[src/design/histPkg.sv]
`default_nettype none

package histPkg;

    // raw tdc stamp width
    localparam int stampBits = 10;

    // histogram geometry
    localparam int binAddrBits = 6;
    localparam int binNum = 64;
    // low stamp bits dropped per bin, 4 codes per bin
    localparam int binShift = 2;

    // bin counts saturate at all ones
    localparam int countBits = 4;
    localparam logic [countBits-1:0] countMax = '1;

    // accepted events per frame
    localparam int frameEvents = 40;
    localparam int frameCountBits = $clog2(frameEvents);
    localparam logic [frameCountBits-1:0] frameLast = frameCountBits'(frameEvents - 1);

    // offset-relative stamp after the shift, still wider than a bin address
    localparam int relBinBits = stampBits - binShift;
    localparam logic [relBinBits-1:0] binLimit = relBinBits'(binNum);
    // last bin address, end of clear and scan
    localparam logic [binAddrBits-1:0] binLast = binAddrBits'(binNum - 1);

    // quantizer to builder
    typedef struct packed {
        logic                   valid;
        logic [binAddrBits-1:0] bin;
    } binEvent_t;

    // builder write port into the bin memory
    typedef struct packed {
        logic                   en;
        logic [binAddrBits-1:0] addr;
        logic [countBits-1:0]   data;
    } ramWrite_t;

    // one read requester, builder or peak finder
    typedef struct packed {
        logic                   en;
        logic [binAddrBits-1:0] addr;
    } ramRead_t;

    // peak finder result
    typedef struct packed {
        logic [binAddrBits-1:0] bin;
        logic [countBits-1:0]   count;
    } peakResult_t;

endpackage

`default_nettype wire

[src/design/tdcBinQuantizer.sv]
`timescale 1ns/1ps
`default_nettype none

module tdcBinQuantizer (
    input  logic                         clk,
    input  logic                         res,
    input  logic [histPkg::stampBits-1:0] stamp,
    input  logic                         stampStrobe,
    input  logic [histPkg::stampBits-1:0] windowOffset,
    output histPkg::binEvent_t           binEvent
);

    // stamp relative to the window start
    logic [histPkg::stampBits-1:0] relStamp;
    // relative stamp with the sub-bin bits removed
    logic [histPkg::relBinBits-1:0] relBin;
    logic belowWindow;
    logic beyondWindow;
    logic inWindow;

    // stamp earlier than the window, the subtraction below would wrap
    assign belowWindow = stamp < windowOffset;

    assign relStamp = stamp - windowOffset;

    // drop the low bits, 4 stamp codes share one bin
    assign relBin = relStamp[histPkg::stampBits-1:histPkg::binShift];

    // past the last bin
    assign beyondWindow = relBin >= histPkg::binLimit;

    // only range check in the design
    assign inWindow = !belowWindow && !beyondWindow;

    // one cycle from strobe to event
    always_ff @(posedge clk or negedge res) begin
        if (!res) begin
            binEvent <= '0;
        end else begin
            // out of window stamps never leave as valid
            binEvent.valid <= stampStrobe && inWindow;
            // upper relBin bits are zero whenever valid is set
            binEvent.bin <= relBin[histPkg::binAddrBits-1:0];
        end
    end

endmodule

`default_nettype wire

[src/design/histBuilder.sv]
`timescale 1ns/1ps
`default_nettype none

module histBuilder (
    input  logic                          clk,
    input  logic                          res,
    input  logic                          start,
    input  histPkg::binEvent_t            binEvent,
    input  logic [histPkg::countBits-1:0] rdData,
    output histPkg::ramRead_t             rdReq,
    output histPkg::ramWrite_t            wrReq,
    output logic                          accumulating,
    output logic                          buildDone
);

    typedef enum logic [1:0] {
        IDLE,
        CLEAR,
        ACCUM,
        FLUSH
    } state_t;

    state_t state;
    state_t nextState;

    // clear pointer, walks all bins once
    logic [histPkg::binAddrBits-1:0] clrAddr;
    // accepted events in this frame
    logic [histPkg::frameCountBits-1:0] evtCount;
    // second flush cycle
    logic flushCnt;

    logic accept;
    logic lastEvent;

    // stage 1, event whose read data is on rdData now
    logic                            s1Valid;
    logic [histPkg::binAddrBits-1:0] s1Bin;

    // copy of the previous write, for the read-during-write hazard
    logic                            fwdValid;
    logic [histPkg::binAddrBits-1:0] fwdAddr;
    logic [histPkg::countBits-1:0]   fwdData;

    logic [histPkg::countBits-1:0] curCount;
    logic [histPkg::countBits-1:0] incCount;

    // events outside accumulate are dropped here
    assign accept = (state == ACCUM) && binEvent.valid;
    assign lastEvent = accept && (evtCount == histPkg::frameLast);

    assign accumulating = (state == ACCUM);

    always_comb begin
        nextState = state;
        case (state)
            IDLE: begin
                if (start) begin
                    nextState = CLEAR;
                end
            end
            CLEAR: begin
                if (clrAddr == histPkg::binLast) begin
                    nextState = ACCUM;
                end
            end
            ACCUM: begin
                // frame full, stop taking events
                if (lastEvent) begin
                    nextState = FLUSH;
                end
            end
            FLUSH: begin
                if (flushCnt) begin
                    nextState = IDLE;
                end
            end
            default: begin
                nextState = IDLE;
            end
        endcase
    end

    always_ff @(posedge clk or negedge res) begin
        if (!res) begin
            state <= IDLE;
            clrAddr <= '0;
            evtCount <= '0;
            flushCnt <= 1'b0;
            buildDone <= 1'b0;
        end else begin
            state <= nextState;
            // pointer rests at zero outside clear
            clrAddr <= (state == CLEAR) ? clrAddr + 1'b1 : '0;
            if (state != ACCUM) begin
                evtCount <= '0;
            end else if (accept) begin
                evtCount <= evtCount + 1'b1;
            end
            flushCnt <= (state == FLUSH) ? ~flushCnt : 1'b0;
            // one cycle pulse as the FSM returns to idle
            buildDone <= (state == FLUSH) && flushCnt;
        end
    end

    // stage 0, read request straight from the event
    always_comb begin
        rdReq.en = accept;
        rdReq.addr = binEvent.bin;
    end

    always_ff @(posedge clk or negedge res) begin
        if (!res) begin
            s1Valid <= 1'b0;
            fwdValid <= 1'b0;
        end else begin
            s1Valid <= accept;
            fwdValid <= wrReq.en;
        end
    end

    always_ff @(posedge clk) begin
        s1Bin <= binEvent.bin;
        fwdAddr <= wrReq.addr;
        fwdData <= wrReq.data;
    end

    // same bin written last cycle, memory returned the stale count
    assign curCount = (fwdValid && (fwdAddr == s1Bin)) ? fwdData : rdData;

    // saturating increment
    assign incCount = (curCount == histPkg::countMax) ? curCount : curCount + 1'b1;

    // stage 1, write back; clear owns the port while it runs
    always_comb begin
        if (state == CLEAR) begin
            wrReq.en = 1'b1;
            wrReq.addr = clrAddr;
            wrReq.data = '0;
        end else begin
            wrReq.en = s1Valid;
            wrReq.addr = s1Bin;
            wrReq.data = incCount;
        end
    end

endmodule

`default_nettype wire

[src/design/histRam.sv]
`timescale 1ns/1ps
`default_nettype none

module histRam (
    input  logic                          clk,
    input  histPkg::ramWrite_t            wrReq,
    input  histPkg::ramRead_t             builderRd,
    input  histPkg::ramRead_t             peakRd,
    output logic [histPkg::countBits-1:0] rdData
);

    // one count word per bin
    logic [histPkg::countBits-1:0] mem [histPkg::binNum];

    // selected read request
    histPkg::ramRead_t rdSel;

    // builder and peak finder never read in the same phase
    // builder first when both would ask
    always_comb begin
        if (builderRd.en) begin
            rdSel = builderRd;
        end else begin
            rdSel = peakRd;
        end
    end

    // write port
    always_ff @(posedge clk) begin
        if (wrReq.en) begin
            mem[wrReq.addr] <= wrReq.data;
        end
    end

    // read port, one cycle latency
    // same address as a write in this cycle gives the old word
    always_ff @(posedge clk) begin
        if (rdSel.en) begin
            rdData <= mem[rdSel.addr];
        end
    end

endmodule

`default_nettype wire

[src/design/peakFinder.sv]
`timescale 1ns/1ps
`default_nettype none

module peakFinder (
    input  logic                          clk,
    input  logic                          res,
    input  logic                          scanStart,
    input  logic [histPkg::countBits-1:0] rdData,
    output histPkg::ramRead_t             rdReq,
    output histPkg::peakResult_t          peak,
    output logic                          peakValid
);

    typedef enum logic {
        IDLE,
        SCAN
    } state_t;

    state_t state;

    // next bin to read
    logic [histPkg::binAddrBits-1:0] scanAddr;

    // compare stage, bin whose count is on rdData
    logic                            cmpValid;
    logic [histPkg::binAddrBits-1:0] cmpAddr;
    logic                            cmpLast;

    // running maximum
    logic [histPkg::binAddrBits-1:0] maxBin;
    logic [histPkg::countBits-1:0]   maxCount;

    logic takeNew;

    // one read per cycle while scanning
    always_comb begin
        rdReq.en = (state == SCAN);
        rdReq.addr = scanAddr;
    end

    always_ff @(posedge clk or negedge res) begin
        if (!res) begin
            state <= IDLE;
            scanAddr <= '0;
            cmpValid <= 1'b0;
        end else begin
            cmpValid <= rdReq.en;
            case (state)
                IDLE: begin
                    scanAddr <= '0;
                    // a start during a scan is ignored
                    if (scanStart) begin
                        state <= SCAN;
                    end
                end
                SCAN: begin
                    scanAddr <= scanAddr + 1'b1;
                    if (scanAddr == histPkg::binLast) begin
                        state <= IDLE;
                    end
                end
                default: begin
                    state <= IDLE;
                end
            endcase
        end
    end

    always_ff @(posedge clk) begin
        cmpAddr <= scanAddr;
    end

    assign cmpLast = (cmpAddr == histPkg::binLast);

    // bin 0 seeds the maximum
    // strictly greater, so the lower bin keeps a tie
    assign takeNew = (cmpAddr == '0) || (rdData > maxCount);

    always_ff @(posedge clk) begin
        if (cmpValid && takeNew) begin
            maxBin <= cmpAddr;
            maxCount <= rdData;
        end
    end

    // result registered with the last compare, held until the next scan ends
    always_ff @(posedge clk or negedge res) begin
        if (!res) begin
            peak <= '0;
            peakValid <= 1'b0;
        end else begin
            peakValid <= cmpValid && cmpLast;
            if (cmpValid && cmpLast) begin
                if (takeNew) begin
                    peak <= '{bin: cmpAddr, count: rdData};
                end else begin
                    peak <= '{bin: maxBin, count: maxCount};
                end
            end
        end
    end

endmodule

`default_nettype wire

[src/design/histTop.sv]
`timescale 1ns/1ps
`default_nettype none

module histTop (
    input  logic                          clk,
    input  logic                          res,
    input  logic                          start,
    input  logic [histPkg::stampBits-1:0] windowOffset,
    input  logic [histPkg::stampBits-1:0] stamp,
    input  logic                          stampStrobe,
    output logic                          accumulating,
    output logic                          buildDone,
    output histPkg::peakResult_t          peak,
    output logic                          peakValid
);

    // quantizer to builder
    histPkg::binEvent_t binEvent;

    // memory ports
    histPkg::ramWrite_t wrReq;
    histPkg::ramRead_t  builderRd;
    histPkg::ramRead_t  peakRd;
    // shared read data, goes to both requesters
    logic [histPkg::countBits-1:0] rdData;

    // stamp to bin address
    tdcBinQuantizer quantizer (
        .clk          (clk),
        .res          (res),
        .stamp        (stamp),
        .stampStrobe  (stampStrobe),
        .windowOffset (windowOffset),
        .binEvent     (binEvent)
    );

    // clear, then count events into the memory
    histBuilder builder (
        .clk          (clk),
        .res          (res),
        .start        (start),
        .binEvent     (binEvent),
        .rdData       (rdData),
        .rdReq        (builderRd),
        .wrReq        (wrReq),
        .accumulating (accumulating),
        .buildDone    (buildDone)
    );

    histRam ram (
        .clk       (clk),
        .wrReq     (wrReq),
        .builderRd (builderRd),
        .peakRd    (peakRd),
        .rdData    (rdData)
    );

    // scan starts on the builder's done pulse
    peakFinder finder (
        .clk       (clk),
        .res       (res),
        .scanStart (buildDone),
        .rdData    (rdData),
        .rdReq     (peakRd),
        .peak      (peak),
        .peakValid (peakValid)
    );

endmodule

`default_nettype wire

[config.mk]
export PLATFORM = sky130hd
export DESIGN_NAME = histTop
export DESIGN_NICKNAME = d
export VERILOG_FILES = /design/src/design/histPkg.sv /design/src/design/tdcBinQuantizer.sv /design/src/design/histBuilder.sv /design/src/design/histRam.sv /design/src/design/peakFinder.sv /design/src/design/histTop.sv
export SDC_FILE = /design/constraint.sdc
export NUM_CORES = 1
export LEC_CHECK = 0
export BUFFER_PORTS_ARGS = -buffer_cell sky130_fd_sc_hd__buf_2
export CORE_AREA = 3 3 177 136
export CTS_CLUSTER_SIZE = 40
export DETAILED_ROUTE_END_ITERATION = 12
export DIE_AREA = 0 0 180 139
export PLACE_DENSITY_LB_ADDON = 0.08
export SLEW_MARGIN = 30
export SYNTH_ARGS = -nofsm -noshare
export SYNTH_HDL_FRONTEND = slang
export SYNTH_SLANG_ARGS = --single-unit
[constraint.sdc]
create_clock -name clk -period 5.7 [get_ports clk]
set_clock_uncertainty 0.15 [all_clocks]
set_input_delay 0.57 -clock clk [delete_from_list [all_inputs] [get_ports clk]]
set_output_delay 0.57 -clock clk [all_outputs]
set_load 0.03 [all_outputs]
==> results of run 1 <==
-- per-stage QoR --
step	setup WS, ps	util [%]	instance area, um^2
2_1_floorplan	597	-	13900
3_3_place_gp	1430	63.1	14300
3_5_place_dp	1820	63.3	14300
4_1_cts	1810	67.9	15400
5_1_grt	1530	68.0	15400
6_report	1730	68.0	15400
-- flip-flops by register name (all words and copies together), names as in the netlist, 2 cells and up --
| signal | flops |
|---|---|
| builder.clrAddr | 6 |
| builder.evtCount | 6 |
| builder.fwdAddr | 6 |
| builder.fwdData | 4 |
| builder.s1Bin | 6 |
| builder.state | 2 |
| finder.cmpAddr | 6 |
| finder.maxBin | 6 |
| finder.maxCount | 4 |
| finder.peak | 10 |
| finder.scanAddr | 6 |
| quantizer.binEvent | 7 |
| ram.mem | 256 |
| ram.rdData | 4 |
-- kinds of logic after synthesis --
logic type                 share of synthesized area (%)
AOI/OAI and AO/OA                                   5.98
xor gates and xnor gates                            1.58
adders and majority gates                           1.89
buffers and inverters                               2.64
DFF                                                 69.4
muxes                                               5.42
and+or+nand+nor                                     13.1
-- power breakdown --
part / leakage [nW] / total [mW] / internal, mW / switching [mW]
Clock: 0.511 / 2.11 / 1.22 / 0.894
Sequential: 2.65 / 2.66 / 2.63 / 0.0273
Combinational: 2.44 / 0.0682 / 0.0335 / 0.0347
-- critical path: cells and delay by family (launching register included) --
kind	cells	cell delay, ps
simple gates	4	1630
fa+ha+maj	1	470
compound gates	2	410
flops	1	400
mux	1	380
buf+inv	2	250
-- final cells by class --
cell class / instances / area [um^2]
fillers: 1629 / 7240
clock inverters: 19 / 199
multi-input cells: 669 / 3940
clock buffers: 39 / 836
inverters: 26 / 105
repair buffers: 45 / 304
flip-flops and latches: 336 / 9650
well taps: 300 / 375
-- per-layer routing --
metal,wire [um],share of wire (%)
met1,14300,45
met2,13800,44
met3,2730,8.7
met4,640,2.0
met5,0,0
-- final timing paths --
path | startpoint | to | slack, ps | cells past startpoint
worst max-delay path | builder.state[0]$_DFFE_PN0P_ | ram.rdData[3]$_DFFE_PP_ | 1730 | 10
worst min-delay path | stampStrobe | quantizer.binEvent[6]$_DFF_PN0_ | 140 | 3
worst max register to register | builder.state[0]$_DFFE_PN0P_ | ram.rdData[3]$_DFFE_PP_ | 1730 | 10
worst min register to register | builder.flushCnt$_DFF_PN0_ | builder.flushCnt$_DFF_PN0_ | 300 | 1
max in group asynchronous | res | finder.peak[1]$_DFFE_PN0P_ | 4620 | 2
min in group asynchronous | res | quantizer.binEvent[4]$_DFF_PN0_ | 380 | 2
-- cells in the mapped netlist (6+ instances only) --
cell and n:
xnor2_1 18, nand2_1 201, dfrtp_1 44, inv_1 25, xor2_1 7, a21oi_1 66, o22ai_1 14, nor2b_1 9
edfxtp_1 270, nand4_1 11, nor2_1 98, ha_1 21, buf_2 14, dfxtp_1 22, a31oi_1 15, clkbuf_1 13
nand3_1 40, buf_6 10, a32oi_1 15, o21a_1 6, and2_1 16, mux2i_1 61, nor3_1 20, o21ai_0 8
-- repair_timing --
action,4_1_cts,5_1_grt
setup buffers,0,0
hold endpoints to repair,44,0
hold buffers,1,0
-- placed cells by master, fill, tap and decap left out, types with 3 or more instances in the layout --
master / netlist / layout
mux2i_1: 61 / 60
dfxtp_1: 22 / 22
buf_2: 14 / 35
o21a_1: 6 / 6
buf_4: 4 / 4
nand2_1: 201 / 201
ha_1: 21 / 21
nand4_1: 11 / 11
mux2_2: 3 / 3
clkinv_2: 0 / 8
o21ai_0: 8 / 8
nor3b_1: 3 / 3
nor3_1: 20 / 19
clkbuf_1: 13 / 5
clkbuf_16: 0 / 31
dfrtp_1: 44 / 44
and2_1: 16 / 16
bufinv_16: 0 / 4
clkbuf_8: 0 / 3
nor2_1: 98 / 96
o22ai_1: 14 / 14
a32oi_1: 15 / 15
xor2_1: 7 / 7
nand3_1: 40 / 40
nand2b_1: 4 / 4
nor2b_1: 9 / 9
xnor2_1: 18 / 18
clkinv_1: 0 / 3
a21oi_1: 66 / 65
inv_1: 25 / 25
or4_1: 4 / 4
edfxtp_1: 270 / 270
a31oi_1: 15 / 14
==> metrics, run 1 <==
Avg Synthesized Cell Area 13.0 um^2; initial antenna violation count 0; slew margin rel. 39.6%; Post-Synthesis Cells 1072; Top-Level Pins 37; number of nets in the layout 1154; detailed-route DRC error count 0; global-route wire length before repair 48500 um; CP Cell Sequence inv_1 -> ha_1 -> nand2_8 -> inv_8 -> mux2i_1 -> and2_1 -> a32oi_1 -> nand3_1 -> a21oi_1 -> or4_1; Setup crit end kind flop; post-CTS resize count 0; FMAX 0.252 GHz; Via-to-Cell Ratio 5.98; layout cell share with drive strength beyond 1 10.1%; Starting DRT DRC Count 1069; drt wl/cell 21.9 um; Synth top area share 58.3%; overall power 4.84 mW; Final Non-Filler Cells 1434; main flop type after synthesis edfxtp_1; Post-DP HPWL 20000 um; ys async rst share 13.1%; Initial Util 61.4%; # port buffers 36; Finish-stage setup viols 0; RSZ-0062 raised after global routing no; Power Density 314 nW/um^2; Synth Net Count 1117; Post-Place Cells 1374; Num Clock Sinks 336; post-route ant nets 0; routed via count 8569; Layout area overhead 10.8%; slew of the pin with the lowest slew margin 906 ps; Max H-tree Level 1; Setup CP Type flop to flop; post-synth top area cell edfxtp_1; Longest Clk Path Bufs 3; Worst Hold Class input pin to flop; top post-synthesis cells by area edfxtp_1 58%, dfrtp_1 7.9%, nand2_1 5.4%; min Tclk post-route 3970 ps; Chip Height 139 um; CP max FO 16; ANT cells 0; CTS clk-pin slew, worst paths 70 ps; later-pin clock latency in the skew report 570 ps; Final period util 69.6%; Post-Syn Area 13900 um^2; Final Max Tran Viols 0; Final TNS setup 0 ps; GR Util All Layers 25.1%; met2 Track Usage GR 36.5%; first drt pass iteration count 5; busiest grt layer met1; critical path required time 5850 ps; post-synth cell types 50; Post-synth EDFFs 270; critical path's slowest cell and2_1; met3 usage 5.14%; Leak Pwr 5.60 nW; vias in the first global route 8132; global placement routability congestion 0.837; CTS Root Cell clkbuf_16; Seq/Total Area, Yosys 69.4%; Hold WS 144 ps; CP peak stage delay 750 ps; total global routing overflow 0; DIE WIDTH 180 um; run status complete, no violations; Worst VDD drop 0.281 mV; Critical Path Source Type flop; area of the die 25000 um^2; CTS buffer count 31; largest net degree at the start of global routing 103; Synth Warn # 0; synthesized flop and latch total 336; total of max-cap violations 0; final hold violation count 0; met1 usage 39.4%; CTS tree yes; area of the core 22600 um^2; WL final 31400 um; WP data arrival 4120 ps; Cell Rows 48
(Power assumes the default switching activity.)
==> inputs of run 2 (changes only) <==
--- a/config.mk
+++ b/config.mk
@@ -5,11 +5,12 @@
 export SDC_FILE = /design/constraint.sdc
 export NUM_CORES = 1
 export LEC_CHECK = 0
+export ABC_AREA = 1
 export BUFFER_PORTS_ARGS = -buffer_cell sky130_fd_sc_hd__buf_2
-export CORE_AREA = 3 3 177 136
+export CORE_AREA = 3 3 184 141
 export CTS_CLUSTER_SIZE = 40
 export DETAILED_ROUTE_END_ITERATION = 12
-export DIE_AREA = 0 0 180 139
+export DIE_AREA = 0 0 187 144
 export PLACE_DENSITY_LB_ADDON = 0.08
 export SLEW_MARGIN = 30
 export SYNTH_ARGS = -nofsm -noshare
==> constraint.sdc (replaced) <==
create_clock -name clk -period 4 [get_ports clk]
set_clock_uncertainty 0.15 [all_clocks]
set_input_delay 0.4 -clock clk [delete_from_list [all_inputs] [get_ports clk]]
set_output_delay 0.4 -clock clk [all_outputs]
set_load 0.03 [all_outputs]
==> run 2 against run 1 <==
  * Wire length grew 11%
  * Flip-flop and latch count is the same
  * Cell count grew 34%
  * Largest cell class unchanged
  * Register-to-register slack lost 1100 ps
  * Via count grew 23%
  * Design area grew 9.2%
  * Setup slack lost 1100 ps
  * First-iteration DRC count shrank 7.5%
==> metrics, run 2 <==
run status complete, no violations; CP max FO 14 (-2); Layout Utilization 69.8% (+1.8 points); post-synth top area cell edfxtp_1; number of nets in the layout 1609 (+39%); ANT cells 0 (unchanged); WL final 34900 um (+11%); WP data arrival 3380 ps (-740 ps); routed via count 10500 (+23%); portion of netlist area occupied by mux cells 0% (-5.4 points); main flop type after synthesis edfxtp_1; first drt pass iteration count 8 (+3); RR Startpoint builder.state[1]$_DFFE_PN0P_; max reg flops 256 (unchanged); critical path required time 4020 ps (-1830 ps); Worst Hold Class input pin to flop; hold path startpoint stampStrobe; Reg2Reg Setup Slack 640 ps (-1090 ps); Leak Pwr 7.16 nW (+28%); largest register by flop count ram.mem; Finish-stage setup viols 0 (unchanged); CTS tree yes; Min-Delay Path Depth 5 (+2); clock share of power 40.3% (-3.3 points); Post-Syn Area 15100 um^2 (+8.3%); Synth Warn # 0 (unchanged); busiest grt layer met2; total global routing overflow 0 (unchanged); GR Util All Layers 26.8% (+1.7 points); Logic pwr share 8.6% (+7.2 points); DIE WIDTH 187 um (+3.9%); Setup crit end kind flop; Chip Height 144 um (+3.6%); Final Max Tran Viols 0 (unchanged); Final TNS setup 0 ps (unchanged); CTS Root Cell clkbuf_16; largest registers ram.mem x256, finder.peak x10, quantizer.binEvent x7; area of the core 24100 um^2 (+6.4%); Layout area overhead 11.7%; Top-Level Pins 37 (unchanged); Synth Area in Compound Gates 2.64% (-3.3 points); Via-to-Cell Ratio 5.49 (-8.1%); post-synth cell types 36 (-28%); Num Clock Sinks 336 (unchanged); area of the die 26900 um^2 (+7.6%); Synth Net Count 1564 (+40%); Power Density 456 nW/um^2 (+45%); Setup CP Type flop to flop; later-pin clock latency in the skew report 510 ps (-60 ps); Longest Clk Path Bufs 3 (unchanged); CTS clk-pin slew, worst paths 60 ps (about the same); layout cell share with drive strength beyond 1 8.82% (-1.2 points); final hold violation count 0 (unchanged); Post-synth EDFFs 270 (unchanged); met1 usage 37.6% (-1.9 points); Post-Synthesis Cells 1519 (+42%); post-CTS resize count 0 (unchanged); Starting DRT DRC Count 989 (-7.5%); Seq pwr share 51.1% (-3.9 points); FMAX 0.298 GHz (+18%); global placement routability congestion 0.882 (+5.3%); most frequent cells in the layout 356 x nand2_1, 270 x edfxtp_1, 257 x nand3_1, 245 x inv_1, 96 x nor2_1; Seq/Total Area, Yosys 64.1% (-5.3 points); Initial Util 62.5% (+1.1 points); CTS buffer count 34 (+9.7%); simple-gate share of the synthesized area 22.9% (+9.9 points); Final period util 83.9% (+14 points); largest net degree at the start of global routing 80 (-22%); total of max-cap violations 0 (unchanged); detailed-route DRC error count 0 (unchanged); Worst R2R End ram.mem[16][2]$_DFFE_PP_; met2 Track Usage GR 41.3% (+4.7 points); vias in the first global route 10300 (+26%); Internal 5.86 mW (+51%); slew of the pin with the lowest slew margin 880 ps (-25.9 ps); Cell Rows 49 (+2.1%); commonest non-fill, non-tap cell in the layout nand2_1; largest family of logic cells by synthesized area simple AND/OR/NAND/NOR gates; Avg Synthesized Cell Area 9.91 um^2 (-24%); # port buffers 36 (unchanged); met3 usage 7.97% (+2.8 points); count leader, synth nand2_1; Net Sw Frac 23.5% (+3.8 points); adder-cell share of the synthesized area 1.75% (-0.15 points); Post-DP HPWL 22000 um (+9.8%); switching pwr 1.80 mW (+88%); top post-synthesis cells by area edfxtp_1 54%, nand2_1 8.9%, nand3_1 8.6%; xor-xnor portion of the synthesized cell area 0.407% (-1.2 points); fill count 1838 (+13%); initial antenna violation count 2 (+2); reg2reg path depth 9 (-1); Worst VDD drop 0.382 mV (+36%); synthesized flop and latch total 336 (unchanged); slew margin rel. 41.1% (+1.5 points); Synth top area share 53.9% (-4.5 points); global-route wire length before repair 55600 um (+15%); Max H-tree Level 2 (+1); drt wl/cell 18.2 um (-17%); Synth top cells by count 358 x nand2_1, 270 x edfxtp_1, 258 x nand3_1; post-route ant nets 0 (unchanged); hold-critical path endpoint quantizer.binEvent[6]$_DFF_PN0_; ys async rst share 13.1% (unchanged); min Tclk post-route 3360 ps (-612 ps); Critical Path Source Type flop; RSZ-0062 raised after global routing no
==> run 2: cell count changes after synthesis, sizes merged, moves of 14 or more <==
cell	delta
xnor2	-14
and2	-16
inv	+220
a32oi	-15
o21ai	+22
nand3b	+30
a21oi	-40
nor3	-14
nand2	+158
buf	+14
mux2i	-62
nand3	+218
==> run 2: repair_timing <==
item | CTS | global route
endpoints found under the hold margin | 44 | 0
setup buffers | 0 | 0
hold buffers | 1 | 0
==> run 2: logic make-up (layout without fill, tap and decap cells) <==
family                   count (synthesis)  in the layout
XOR/XNOR                                 7              7
adder cells (fa/ha/maj)                 21             21
buffers and inverters                  306            374
AND/OR/NAND/NOR                        780            780
flip-flops                             336            336
AO/OA/AOI/OAI                           69             69
==> run 2: routing by layer <==
| layer | vias up | wire (um) |
|---|---|---|
| met5 | - | 26 |
| met4 | 4 | 1020 |
| met3 | 88 | 3900 |
| met2 | 467 | 15000 |
| met1 | 4876 | 14900 |
| li1 | 5102 | - |
==> run 2: how the worst max path moves through the flow <==
stage | end | cells past startpoint | startpoint
global placement | ram.mem[8][0]$_DFFE_PP_ | 9 | builder.state[1]$_DFFE_PN0P_
finish | ram.mem[16][2]$_DFFE_PP_ | 9 | builder.state[1]$_DFFE_PN0P_
floorplan | ram.mem[0][0]$_DFFE_PP_ | 11 | builder.s1Bin[2]$_DFF_P_
detailed placement | ram.mem[16][0]$_DFFE_PP_ | 9 | builder.state[1]$_DFFE_PN0P_
global route | ram.rdData[0]$_DFFE_PP_ | 13 | builder.state[0]$_DFFE_PN0P_
CTS | ram.mem[16][3]$_DFFE_PP_ | 9 | builder.state[1]$_DFFE_PN0P_
==> run 2: layout make-up <==
type | instances | area [um^2] | area share, %
clock buffers | 43 | 990 | 5.88
clock inverters | 16 | 100 | 0.595
inverters | 246 | 923 | 5.49
multi-input cells | 877 | 4220 | 25.1
flip-flops and latches | 336 | 9650 | 57.4
well taps | 331 | 414 | 2.46
repair buffers | 69 | 520 | 3.09
==> run 2: critical path, stage by stage, from the launching register on <==
cell and delay [ps]:
dfrtp_1 400, inv_1 100, ha_1 490, inv_2 200, or2_2 330, o21ai_2 100, inv_1 200, nor2_1 180
nand3_1 400, nor2_1 450
==> run 2: through the flow <==
step	cell area, um^2	setup slack [ps]	power (mW)	hold WS, ps	cells
global placement	15700	792	4.62	252	1858
floorplan	15100	417	4.40	-45.6	1519
global route	16800	410	7.93	84.5	1918
finish	16800	644	7.66	67.9	1918
CTS	16800	651	7.70	56.6	1918
detailed placement	15700	686	4.63	246	1858
==> run 2: power by group through the flow <==
stage	clock network (mW)	logic, mW	registers (mW)
after CTS	3.13	0.649	3.92
after global placement	0	0.635	3.99
after detailed placement	0	0.643	3.99
final	3.09	0.656	3.92
after global routing	3.28	0.729	3.92
after floorplan	0	0.424	3.97
==> inputs of run 3 (changes only) <==
--- a/config.mk
+++ b/config.mk
@@ -7,10 +7,10 @@
 export LEC_CHECK = 0
 export ABC_AREA = 1
 export BUFFER_PORTS_ARGS = -buffer_cell sky130_fd_sc_hd__buf_2
-export CORE_AREA = 3 3 184 141
+export CORE_AREA = 3 3 194 148
 export CTS_CLUSTER_SIZE = 40
 export DETAILED_ROUTE_END_ITERATION = 12
-export DIE_AREA = 0 0 187 144
+export DIE_AREA = 0 0 197 151
 export PLACE_DENSITY_LB_ADDON = 0.08
 export SLEW_MARGIN = 30
 export SYNTH_ARGS = -nofsm -noshare
==> constraint.sdc (replaced) <==
create_clock -name clk -period 2.8 [get_ports clk]
set_clock_uncertainty 0.15 [all_clocks]
set_input_delay 0.28 -clock clk [delete_from_list [all_inputs] [get_ports clk]]
set_output_delay 0.28 -clock clk [all_outputs]
set_load 0.03 [all_outputs]
==> run 3 against run 2 <==
  * Via count increased by 2.2%
  * Die area grew 10%
  * Design area grew 4.3%
  * Cell count rose by 4.0%
  * Sequential power grew 43%
  * Hold slack worse by 56 ps
  * Count of clock-buffer cells in the layout increased by 12
  * Fmax increased by 26%
  * Largest cell class unchanged
  * Non-clock buffer count up 57
  * Sequential share of layout area shrank 2.4 points
  * Core utilization down 4.7 points
==> metrics, run 3 (same netlist as run 2, synthesis figures left out) <==
reg2reg path depth 8 (-1); register area 9650 um^2 (unchanged); Worst Hold Class input pin to flop; Placed Instance Area 16300 um^2 (+3.4%); Final Max Tran Viols 0 (unchanged); Starting DRT DRC Count 1073 (+8.5%); CTS Root Cell clkbuf_16; CTS buffer count 35 (+2.9%); Setup crit end kind flop; run status complete, no violations; slew margin rel. 45.9% (+4.8 points); Post-Place Cells 1929 (+3.8%); GR Util All Layers 24.7% (-2.0 points); Finish-stage setup viols 0 (unchanged); total of max-cap violations 0 (unchanged); multi-input logic area 4330 um^2 (+2.6%); CP max FO 9 (-5); Min-Delay Path Depth 3 (-2); Leak Pwr 7.48 nW (+4.5%); area of the core 26900 um^2 (+12%); Worst VDD drop 0.613 mV (+60%); Via-to-Cell Ratio 5.40 (-1.8%); Final period util 95.4% (+12 points); RSZ-0062 raised after global routing yes; Max H-tree Level 2 (unchanged); number of nets in the layout 1667 (+3.6%); hold path startpoint stamp[7]; Chip Height 151 um (+4.9%); CTS tree yes; final hold violation count 0 (unchanged); first drt pass iteration count 5 (-3); Cell Rows 52 (+6.1%); Layout area overhead 16.6%; WL final 36400 um (+4.4%); routed via count 10800 (+2.2%); Post-DP HPWL 22800 um (+3.5%); global-route wire length before repair 56600 um (+1.8%); pre-CTS WS 76.6 ps (-610 ps); slew of the pin with the lowest slew margin 803 ps (-77.0 ps); detailed-route DRC error count 0 (unchanged); ANT cells 0 (unchanged); largest net degree at the start of global routing 89 (+11%); fin area 17500 um^2 (+4.3%); most frequent cells in the layout 355 x nand2_1, 270 x edfxtp_1, 257 x nand3_1, 245 x inv_1, 76 x nor2_1; Final Non-Filler Cells 1995 (+4.0%); Top-Level Pins 37 (unchanged); Critical Path Source Type flop; later-pin clock latency in the skew report 520 ps (about the same); Layout Utilization 65.1% (-4.7 points); commonest non-fill, non-tap cell in the layout nand2_1; min Tclk post-route 2670 ps (-685 ps); Initial Util 55.9% (-6.6 points); DIE WIDTH 197 um (+5.3%); Num Clock Sinks 336 (unchanged); fill count 2139 (+16%); initial antenna violation count 0 (-2); WP data arrival 2700 ps (-680 ps); CTS clk-pin slew, worst paths 60 ps (about the same); Longest Clk Path Bufs 3 (unchanged); post-route ant nets 0 (unchanged); max reg flops 256 (unchanged); fin worst setup slack 129 ps (-515 ps); overall power 11.0 mW (+44%); Reg2Reg Setup Slack 130 ps (-520 ps); largest register by flop count ram.mem; area of the die 29700 um^2 (+10%); Final TNS setup 0 ps (unchanged); Power Density 629 nW/um^2 (+38%); Critical Path Source builder.state[1]$_DFFE_PN0P_; total global routing overflow 0 (unchanged); largest registers ram.mem x256, finder.peak x10, quantizer.binEvent x7; vias in the first global route 10200 (-1.2%); Setup CP Type flop to flop; RR Startpoint builder.state[1]$_DFFE_PN0P_; critical path required time 2830 ps (-1190 ps); # port buffers 36 (unchanged); drt wl/cell 18.2 um (+0.33%); Hold WS 11.7 ps (-56.2 ps); global placement routability congestion 0.844 (-4.2%); FMAX 0.374 GHz (+26%); layout cell share with drive strength beyond 1 12.7% (+3.9 points)
==> run 3: cell count changes in the layout (fill, tap and decap cells not counted), sizes merged <==
| cell | before | now |
|---|---|---|
| inv | 246 | 247 |
| dlygate4sd3 | 1 | 4 |
| bufinv | 1 | 0 |
| clkinv | 15 | 3 |
| buf | 68 | 119 |
| clkbuf | 43 | 58 |
==> run 3: final cells by class <==
cell class,count,share of cell area [%]
flip-flops and latches,336,55.0
multi-input cells,877,24.7
repair buffers,126,6.50
clock buffers,55,5.90
inverters,246,5.26
well taps,351,2.50
clock inverters,4,0.143
==> run 3: worst paths after layout <==
kind | end
max | ram.mem[59][1]$_DFFE_PP_
min | quantizer.binEvent[5]$_DFF_PN0_
max reg2reg | ram.mem[59][1]$_DFFE_PP_
min reg2reg | finder.cmpAddr[3]$_DFF_P_
max in group asynchronous | finder.peak[1]$_DFFE_PN0P_
min in group asynchronous | builder.evtCount[3]$_DFFE_PN0P_
==> run 3: metal layers <==
| metal | track usage [%] | wire, um | up-vias | part of all wire [%] |
|---|---|---|---|---|
| met1 | 37.3 | 16900 | 5090 | 47 |
| li1 | - | - | 5216 | - |
| met5 | 0 | 0 | - | 0 |
| met2 | 37.7 | 16000 | 402 | 44 |
| met3 | 4.31 | 2800 | 58 | 7.7 |
| met4 | 6.05 | 680 | 0 | 1.9 |
==> run 3: what timing repair did <==
action,in CTS,in global routing
endpoints found under the hold margin,47,0
gates resized for setup,0,34
setup buffers,0,0
hold buffers,4,0
setup endpoints to repair,0,241
==> run 3: power breakdown <==
part / total (mW) / switching [mW] / internal [mW]
Combinational: 1.07 / 0.728 / 0.338
Clock: 4.37 / 1.84 / 2.54
Sequential: 5.60 / 0.0682 / 5.53
==> run 3: worst max-delay path, stage by stage (launching register included) <==
cell     delay, ps
dfrtp_1        380
inv_1           90
ha_1           250
buf_4          200
nand2_1         60
o21ai_0        280
inv_1          250
nand2_1        270
nor2_1         390
